**config.mk**
```make
export PLATFORM = sky130hd
export DESIGN_NAME = pe_row_top
export DESIGN_NICKNAME = d
export VERILOG_FILES = /design/src/common/pe_data_pkg.sv /design/src/common/pe_ctl_pkg.sv /design/src/design/mult_stage.sv /design/src/accum/sum_stage.sv /design/src/design/psum_drain.sv /design/src/design/pe_row_top.sv
export VERILOG_INCLUDE_DIRS = /design/src /design/src/common
export SDC_FILE = /design/constraint.sdc
export NUM_CORES = 2
export LEC_CHECK = 0
export BUFFER_PORTS_ARGS = -buffer_cell sky130_fd_sc_hd__buf_2
export CELL_PAD_IN_SITES_DETAIL_PLACEMENT = 0
export CELL_PAD_IN_SITES_GLOBAL_PLACEMENT = 1
export CORE_ASPECT_RATIO = 0.5
export CORE_UTILIZATION = 40
export CTS_CLUSTER_SIZE = 30
export DETAILED_ROUTE_END_ITERATION = 8
export GPL_TIMING_DRIVEN = 0
export PLACE_DENSITY = 0.81
export SYNTH_ARGS = -nofsm -noshare
export SYNTH_HDL_FRONTEND = slang
export SYNTH_SLANG_ARGS = --single-unit
```
**constraint.sdc**
```tcl
create_clock -name i_clk -period 14.5 [get_ports i_clk]
set_clock_uncertainty 0.2 [all_clocks]
set_input_delay 2.175 -clock i_clk [delete_from_list [all_inputs] [get_ports i_clk]]
set_output_delay 2.175 -clock i_clk [all_outputs]
set_load 0.05 [all_outputs]
```
**src/common/pe_macros.svh**
```systemverilog
`ifndef PE_MACROS_SVH
`define PE_MACROS_SVH

// number of lanes in one row slice of the array.
`define PE_ROW 4

// width of one signed activation or weight operand.
`define PE_OPDW 8

// width of one lane product, wide enough for a full 8x8 signed multiply.
`define PE_ASUMDW 16

// the low half of a sum word, which is also the whole word in 16-bit mode.
`define PE_DWD 16

// width of one stored partial sum.
`define PE_PSUMDW 32

`endif

```
**src/common/pe_data_pkg.sv**
```systemverilog
`include "pe_macros.svh"

package pe_data_pkg;

    localparam int LANEW = $clog2(`PE_ROW);

    typedef logic [LANEW-1:0] lane_t;

    typedef logic signed [`PE_OPDW-1:0] opnd_t;

    typedef struct packed {
        opnd_t a;
        opnd_t b;
    } op_pair_t;

    typedef op_pair_t [`PE_ROW-1:0] op_vec_t;

    typedef logic signed [`PE_ASUMDW-1:0] prod_t;
    typedef prod_t [`PE_ROW-1:0] prod_vec_t;

    typedef logic signed [`PE_PSUMDW-1:0] psum_t;
    typedef psum_t [`PE_ROW-1:0] psum_vec_t;

    // in 16-bit mode only the low half carries the value.
    typedef struct packed {
        logic [`PE_PSUMDW-`PE_DWD-1:0] pad;
        logic signed [`PE_DWD-1:0]     val;
    } psum_d16_t;

    typedef union packed {
        logic signed [`PE_PSUMDW-1:0] d32;
        psum_d16_t                    d16;
    } psum_word_u;

    // mode is 0 for 16-bit and 1 for 32-bit words.
    typedef struct packed {
        lane_t                 lane;
        logic                  mode;
        logic [`PE_PSUMDW-1:0] data;
    } psum_beat_t;

endpackage

```
**src/common/pe_ctl_pkg.sv**
```systemverilog
package pe_ctl_pkg;

    import pe_data_pkg::*;

    typedef enum logic {
        D16 = 1'b0,
        D32 = 1'b1
    } psum_mode_e;

    // control for the accumulate, shift and saturate step.
    typedef struct packed {
        logic       resetsum;
        logic       psumread;
        logic [1:0] sht_num;
        psum_mode_e psum_mode;
    } ss_ctl_t;

    // control that travels with the sums towards the drain.
    typedef struct packed {
        logic       write;
        psum_mode_e psum_mode;
    } pp_ctl_t;

    typedef struct packed {
        op_vec_t   op;
        psum_vec_t preload;
        ss_ctl_t   ssctl;
        logic      write;
    } cmd_t;

    // the word handed from the multiply stage to the sum stage.
    typedef struct packed {
        prod_vec_t prod;
        psum_vec_t preload;
        ss_ctl_t   ssctl;
        pp_ctl_t   ppctl;
    } ms_pipe_t;

endpackage

```
**src/design/mult_stage.sv**
```systemverilog
`timescale 1ns/1ns
`include "pe_macros.svh"

module mult_stage
    import pe_data_pkg::*, pe_ctl_pkg::*;
(
    input  logic     i_clk,
    input  logic     i_rst_n,

    input  cmd_t     i_cmd,
    input  logic     i_cmd_rdy,
    output logic     o_cmd_ack,

    output ms_pipe_t o_pipe,
    output logic     o_pipe_rdy,
    input  logic     i_pipe_ack
);

    logic      run_q;
    logic      pipe_rdy_q;
    logic      take;
    prod_vec_t prod_w;
    ms_pipe_t  pipe_q;

    // accept unless a held word is still waiting for the sum stage.
    assign o_cmd_ack = run_q && !(pipe_rdy_q && !i_pipe_ack);
    assign take      = i_cmd_rdy && o_cmd_ack;

    assign o_pipe     = pipe_q;
    assign o_pipe_rdy = pipe_rdy_q;

    // both operands are signed, so each product is a full signed result.
    always_comb begin
        for (int i = 0; i < `PE_ROW; i++) begin
            prod_w[i] = i_cmd.op[i].a * i_cmd.op[i].b;
        end
    end

    always_ff @(posedge i_clk or negedge i_rst_n) begin
        if (!i_rst_n) begin
            run_q      <= 1'b0;
            pipe_rdy_q <= 1'b0;
        end else begin
            run_q <= 1'b1;
            if (take) begin
                pipe_rdy_q <= 1'b1;
            end else if (i_pipe_ack) begin
                pipe_rdy_q <= 1'b0;
            end
        end
    end

    always_ff @(posedge i_clk) begin
        if (take) begin
            pipe_q.prod            <= prod_w;
            pipe_q.preload         <= i_cmd.preload;
            pipe_q.ssctl           <= i_cmd.ssctl;
            pipe_q.ppctl.write     <= i_cmd.write;
            pipe_q.ppctl.psum_mode <= i_cmd.ssctl.psum_mode;
        end
    end

endmodule

```
**src/accum/sum_stage.sv**
```systemverilog
`timescale 1ns/1ns
`include "pe_macros.svh"

module sum_stage
    import pe_data_pkg::*, pe_ctl_pkg::*;
(
    input  logic      i_clk,
    input  logic      i_rst_n,

    input  ms_pipe_t  i_pipe,
    input  logic      i_pipe_rdy,
    output logic      o_pipe_ack,

    output psum_vec_t o_sum,
    output pp_ctl_t   o_ppctl,
    output logic      o_sum_rdy,
    input  logic      i_sum_ack
);

    localparam logic [`PE_PSUMDW-1:0] MAX16 = 32'h0000_7fff;
    localparam logic [`PE_PSUMDW-1:0] MIN16 = 32'h0000_8000;
    localparam logic [`PE_PSUMDW-1:0] MAX32 = 32'h7fff_ffff;
    localparam logic [`PE_PSUMDW-1:0] MIN32 = 32'h8000_0000;

    logic      run_q;
    logic      take;
    logic      d16;
    ss_ctl_t   ctl;
    psum_vec_t sum_q;
    psum_vec_t sum_w;
    pp_ctl_t   ppctl_q;

    psum_t operand [`PE_ROW];
    psum_t shifted [`PE_ROW];
    logic  op_sign [`PE_ROW];
    logic  top_bit [`PE_ROW];
    logic  ovf     [`PE_ROW];
    logic  unf     [`PE_ROW];

    assign ctl = i_pipe.ssctl;
    assign d16 = (ctl.psum_mode == D16);

    // a write result blocks new words until the drain has taken it.
    assign o_pipe_ack = run_q && !(o_sum_rdy && !i_sum_ack);
    assign take       = i_pipe_rdy && o_pipe_ack;

    assign o_sum_rdy = ppctl_q.write;
    assign o_sum     = sum_q;
    assign o_ppctl   = ppctl_q;

    always_comb begin
        for (int i = 0; i < `PE_ROW; i++) begin
            if (ctl.resetsum) begin
                operand[i] = '0;
            end else if (ctl.psumread) begin
                operand[i] = i_pipe.preload[i];
            end else begin
                operand[i] = sum_q[i];
            end

            shifted[i] = (operand[i] + i_pipe.prod[i]) << ctl.sht_num;

            // the sign sits at bit 15 or bit 31 depending on the mode.
            op_sign[i] = d16 ? operand[i][`PE_DWD-1] : operand[i][`PE_PSUMDW-1];
            top_bit[i] = d16 ? shifted[i][`PE_DWD-1] : shifted[i][`PE_PSUMDW-1];

            ovf[i] = !op_sign[i] && !i_pipe.prod[i][`PE_ASUMDW-1] && top_bit[i];
            unf[i] = op_sign[i] && i_pipe.prod[i][`PE_ASUMDW-1] && !top_bit[i];

            if (ovf[i]) begin
                sum_w[i] = d16 ? MAX16 : MAX32;
            end else if (unf[i]) begin
                sum_w[i] = d16 ? MIN16 : MIN32;
            end else begin
                sum_w[i][`PE_DWD-1:0]           = shifted[i][`PE_DWD-1:0];
                sum_w[i][`PE_PSUMDW-1:`PE_DWD] = d16 ? '0 : shifted[i][`PE_PSUMDW-1:`PE_DWD];
            end
        end
    end

    always_ff @(posedge i_clk or negedge i_rst_n) begin
        if (!i_rst_n) begin
            run_q   <= 1'b0;
            sum_q   <= '0;
            ppctl_q <= '0;
        end else begin
            run_q <= 1'b1;
            if (take) begin
                sum_q   <= sum_w;
                ppctl_q <= i_pipe.ppctl;
            end else if (o_sum_rdy && i_sum_ack) begin
                // the sums stay, only the request to write them is retired.
                ppctl_q.write <= 1'b0;
            end
        end
    end

endmodule

```
**src/design/psum_drain.sv**
```systemverilog
`timescale 1ns/1ns
`include "pe_macros.svh"

module psum_drain
    import pe_data_pkg::*, pe_ctl_pkg::*;
(
    input  logic       i_clk,
    input  logic       i_rst_n,

    input  psum_vec_t  i_sum,
    input  pp_ctl_t    i_ppctl,
    input  logic       i_sum_rdy,
    output logic       o_sum_ack,

    output psum_beat_t o_beat,
    output logic       o_beat_rdy,
    input  logic       i_beat_ack
);

    logic       run_q;
    logic       busy_q;
    lane_t      lane_q;
    psum_vec_t  sum_q;
    psum_mode_e mode_q;
    psum_word_u word;
    logic       take;
    logic       last;

    // only an idle drain takes a new vector.
    assign o_sum_ack = run_q && !busy_q;
    assign take      = i_sum_rdy && i_ppctl.write && o_sum_ack;

    assign o_beat_rdy = busy_q;
    assign last       = (lane_q == lane_t'(`PE_ROW - 1));
    assign word       = sum_q[lane_q];

    always_comb begin
        o_beat.lane = lane_q;
        o_beat.mode = mode_q;
        if (mode_q == D16) begin
            o_beat.data = {{(`PE_PSUMDW-`PE_DWD){word.d16.val[`PE_DWD-1]}}, word.d16.val};
        end else begin
            o_beat.data = word.d32;
        end
    end

    always_ff @(posedge i_clk or negedge i_rst_n) begin
        if (!i_rst_n) begin
            run_q  <= 1'b0;
            busy_q <= 1'b0;
            lane_q <= '0;
        end else begin
            run_q <= 1'b1;
            if (take) begin
                busy_q <= 1'b1;
                lane_q <= '0;
            end else if (busy_q && i_beat_ack) begin
                // step to the next lane, going idle after the last one.
                if (last) begin
                    busy_q <= 1'b0;
                    lane_q <= '0;
                end else begin
                    lane_q <= lane_q + lane_t'(1);
                end
            end
        end
    end

    always_ff @(posedge i_clk) begin
        if (take) begin
            sum_q  <= i_sum;
            mode_q <= i_ppctl.psum_mode;
        end
    end

endmodule

```
**src/design/pe_row_top.sv**
```systemverilog
`timescale 1ns/1ns

module pe_row_top
    import pe_data_pkg::*, pe_ctl_pkg::*;
(
    input  logic       i_clk,
    input  logic       i_rst_n,

    input  cmd_t       i_cmd,
    input  logic       i_cmd_rdy,
    output logic       o_cmd_ack,

    output psum_beat_t o_beat,
    output logic       o_beat_rdy,
    input  logic       i_beat_ack
);

    // multiply stage to sum stage.
    ms_pipe_t  ms_pipe;
    logic      ms_rdy;
    logic      ms_ack;

    // sum stage to drain.
    psum_vec_t ss_sum;
    pp_ctl_t   ss_ppctl;
    logic      ss_rdy;
    logic      ss_ack;

    mult_stage u_mult (
        .i_clk      (i_clk),
        .i_rst_n    (i_rst_n),
        .i_cmd      (i_cmd),
        .i_cmd_rdy  (i_cmd_rdy),
        .o_cmd_ack  (o_cmd_ack),
        .o_pipe     (ms_pipe),
        .o_pipe_rdy (ms_rdy),
        .i_pipe_ack (ms_ack)
    );

    sum_stage u_sum (
        .i_clk      (i_clk),
        .i_rst_n    (i_rst_n),
        .i_pipe     (ms_pipe),
        .i_pipe_rdy (ms_rdy),
        .o_pipe_ack (ms_ack),
        .o_sum      (ss_sum),
        .o_ppctl    (ss_ppctl),
        .o_sum_rdy  (ss_rdy),
        .i_sum_ack  (ss_ack)
    );

    psum_drain u_drain (
        .i_clk      (i_clk),
        .i_rst_n    (i_rst_n),
        .i_sum      (ss_sum),
        .i_ppctl    (ss_ppctl),
        .i_sum_rdy  (ss_rdy),
        .o_sum_ack  (ss_ack),
        .o_beat     (o_beat),
        .o_beat_rdy (o_beat_rdy),
        .i_beat_ack (i_beat_ack)
    );

endmodule

```
==> results.sh <==
export IMPL_gr_usage_all_layers=0.268
export IMPL_clockBufferDepth=3
export IMPL_die_area_um2=97000
export IMPL_grt_max_degree=89
export IMPL_routed_via_count=31700
export IMPL_met2_length_um=57900
export IMPL_synthesis_area_per_instance_um2=9.82
export IMPL_cts_max_level=2
export IMPL_fillCellCount=8977
export IMPL_fin_util=0.458
export IMPL_mapped_area_um2=38300
export IMPL_synth_fp_nets=4567
export IMPL_setup_viol=0
export IMPL_period_utilisation_layout=0.527
export IMPL_cts_sink_count=462
export IMPL_finalHoldWorstSlack_ps=268
export IMPL_synth_edf_count=327
export IMPL_detail_route_antenna_nets=0
export IMPL_run_status="finished, violations left"
export IMPL_layout_cells_most_common_list="sky130_fd_sc_hd__nor2_1 (410), sky130_fd_sc_hd__nand2_1 (373), sky130_fd_sc_hd__inv_1 (342)"
export IMPL_die_w_um=440
export IMPL_static_leakage_power_nw=18.3
export IMPL_synth_top_cells_by_area="sky130_fd_sc_hd__edfxtp_1 (26%), sky130_fd_sc_hd__fa_1 (12%), sky130_fd_sc_hd__dfrtp_1 (8.8%)"
export IMPL_initial_utilization=0.408
export IMPL_worst_setup_path_start_kind="register"
export IMPL_achievable_frequency_mhz=131
export IMPL_finalSetupTns_ps=0
export IMPL_routed_wl_um=132000
export IMPL_cts_tree="yes"
export IMPL_detail_route_vias_per_cell=5.76
export IMPL_synthDistinctLibCells=102
export IMPL_timing_hold_violations_final=0
export IMPL_area_delta_synth_final_pct=12.3
export IMPL_grt_setup_unrepaired="no"
export IMPL_ys_flop_type="sky130_fd_sc_hd__edfxtp_1"
export IMPL_holdCritPathClass="register to register"
export IMPL_maxCapViolations=1
export IMPL_portBuffers=237
export IMPL_critical_path_peak_fanout=10
export IMPL_powerDensity_nw_per_um2=215
export IMPL_clock_insertion_delay_worst_skew_ps=660
export IMPL_io_pins=239
export IMPL_register_area_um2=13200
export IMPL_violations="DRC, capacitance limit"
export IMPL_timing_worst_setup_path_type="register to register"
export IMPL_num_rows=79
export IMPL_synth_yosys_seq_area_share=0.345
export IMPL_synth_largest_area_cell="sky130_fd_sc_hd__edfxtp_1"
export IMPL_post_cts_resize_count=0
export IMPL_min_period_ps=7650
export IMPL_synth_seq_cells=462
export IMPL_worst_setup_hold_path_clk_slew_ps=70
export IMPL_drt_pass1_iter_count=9
export IMPL_post_synth_top_area_fraction=0.256
export IMPL_globalplace_congestion=0.991
export IMPL_max_slew_violation_count=0
export IMPL_grt_pass1_wl_um=194000
export IMPL_cts_post_setup_buffers_inserted=0
export IMPL_numCtsBuffers=49
export IMPL_antenna_found_initial=5
export IMPL_grt_overflow=0
export IMPL_die_height_um=221
export IMPL_hold_buffers=0
export IMPL_multi_input_area_um2=23100
export IMPL_drive_above_1_share=0.114
export IMPL_warning_count_from_the_yosys_run=0
export IMPL_finalPower_mw=9.25
export IMPL_post_dp_hpwl_um=104000
export IMPL_worst_ir_drop_vdd_mv=0.0998
export IMPL_cp_arrival_ps=8030
export IMPL_async_flop_share=0.292
export IMPL_detail_route_iter0_violations=3545
export IMPL_critical_path_required_ps=14880
export IMPL_avgRoutedWirePerCell_um=24.0
export IMPL_syn_instance_count=3900
export IMPL_wl_met1_um=56800
export IMPL_core_area_um2=93900
export IMPL_max_slew_worst_pin_slew_ps=1500
export IMPL_wire_length_on_met3_um=12200
export IMPL_via_count_of_the_first_global_routing_pass=30600
export IMPL_layout_commonest_cell="sky130_fd_sc_hd__nor2_1"
export IMPL_slew_limit_headroom=0.00151
export IMPL_clk_root_buffer_cell="sky130_fd_sc_hd__clkbuf_16"
export IMPL_remaining_routing_drc_violations=2
export IMPL_maxUsedRoutingLayer="met5"
export IMPL_critical_path_endpoint_type="register"
export IMPL_design_final_nets=4863
-- synthesized netlist by cell type (all sizes together) (8+ instances only) --
cell and n:
a211o 11, a211oi 32, a21boi 14, a21o 54
a21oi 270, a221o 9, a221oi 8, a22oi 9
a31oi 26, and2 171, and3 18, buf 58
clkbuf 114, dfrtp 135, edfxtp 327, fa 224
ha 241, inv 343, mux2 23, mux2i 183
mux4 42, nand2 373, nand2b 20, nand3 51
nand4 25, nor2 413, nor2b 29, nor3 48
nor4 13, o211ai 55, o21a 21, o21ai 158
o21bai 14, o221ai 14, o22a 14, o22ai 38
o31ai 9, o41ai 8, or2 8, or3 12
xnor2 131, xor2 45
-- through the flow --
step	setup WS, ps	cells	cell area [um^2]
floorplan	7050	3900	38300
global placement	4860	5392	41000
detailed placement	7100	5400	41300
CTS	7030	5492	43000
global route	6720	5492	43000
finish	6850	5493	43000
-- worst max-delay path, cell delays in order, from the launching register on --
cell	delay, ps
sky130_fd_sc_hd__edfxtp_1	480
sky130_fd_sc_hd__buf_2	380
sky130_fd_sc_hd__clkbuf_1	1100
sky130_fd_sc_hd__buf_1	820
sky130_fd_sc_hd__mux2i_1	470
sky130_fd_sc_hd__nor2_1	120
sky130_fd_sc_hd__ha_1	290
sky130_fd_sc_hd__buf_2	180
sky130_fd_sc_hd__a21oi_1	240
sky130_fd_sc_hd__o21ai_0	200
sky130_fd_sc_hd__a221oi_1	410
sky130_fd_sc_hd__nand3_1	380
sky130_fd_sc_hd__a31oi_1	600
sky130_fd_sc_hd__o22ai_4	210
sky130_fd_sc_hd__o41ai_4	840
sky130_fd_sc_hd__a31oi_4	180
sky130_fd_sc_hd__buf_6	260
sky130_fd_sc_hd__o22ai_2	160
-- area by class of cell --
| cell class | instances | area share |
|---|---|---|
| flip-flops and latches | 462 | 0.307 |
| multi-input cells | 2923 | 0.538 |
| diodes | 1 | 0.0000582 |
| inverters | 343 | 0.0300 |
| well taps | 1255 | 0.0365 |
| clock buffers | 59 | 0.0311 |
| repair buffers | 245 | 0.0322 |
| clock inverters | 33 | 0.00911 |
| plain buffers | 172 | 0.0164 |
-- where the power goes --
part | switching (mW) | leakage [nW] | internal (mW)
registers | 0.437 | 4.49 | 1.91
clock network | 0.597 | 0.840 | 0.774
logic | 3.46 | 12.9 | 2.08
-- per-layer routing --
| metal | vias up | track usage |
|---|---|---|
| li1 | 14300 | - |
| met1 | 15700 | 0.375 |
| met2 | 1453 | 0.415 |
| met3 | 240 | 0.0522 |
| met4 | 2 | 0.0963 |
| met5 | - | 0 |
-- flip-flops by register name, indices dropped and copies added (netlist names), 2 cells and up --
signal	count
u_mult.o_pipe	198
u_drain.sum_q	128
u_drain.lane_q	2
u_sum.o_sum	128
-- cell families after synthesis --
group,synth area share
AO/OA/AOI/OAI,0.144
multiplexers,0.0793
flip-flops,0.345
AND/OR/NAND/NOR,0.143
other,0.0000979
XOR/XNOR,0.0405
adder cells (fa/ha/maj),0.196
buffers and inverters,0.0521
-- final timing paths --
kind | startpoint | to | slack, ps | cells past startpoint
setup / recovery | u_mult.o_pipe[5] | u_sum.o_sum[71] | 6850 | 17
hold / removal | u_sum.o_ppctl[0] | u_drain.mode_q | 270 | 0
setup reg to reg | u_mult.o_pipe[5] | u_sum.o_sum[71] | 6850 | 17
hold reg to reg | u_sum.o_ppctl[0] | u_drain.mode_q | 270 | 0
max in group asynchronous | i_rst_n | u_drain.run_q | 11900 | 2
min in group asynchronous | i_rst_n | u_sum.o_sum[39] | 1300 | 1
Power figures use the tool's default switching activity.
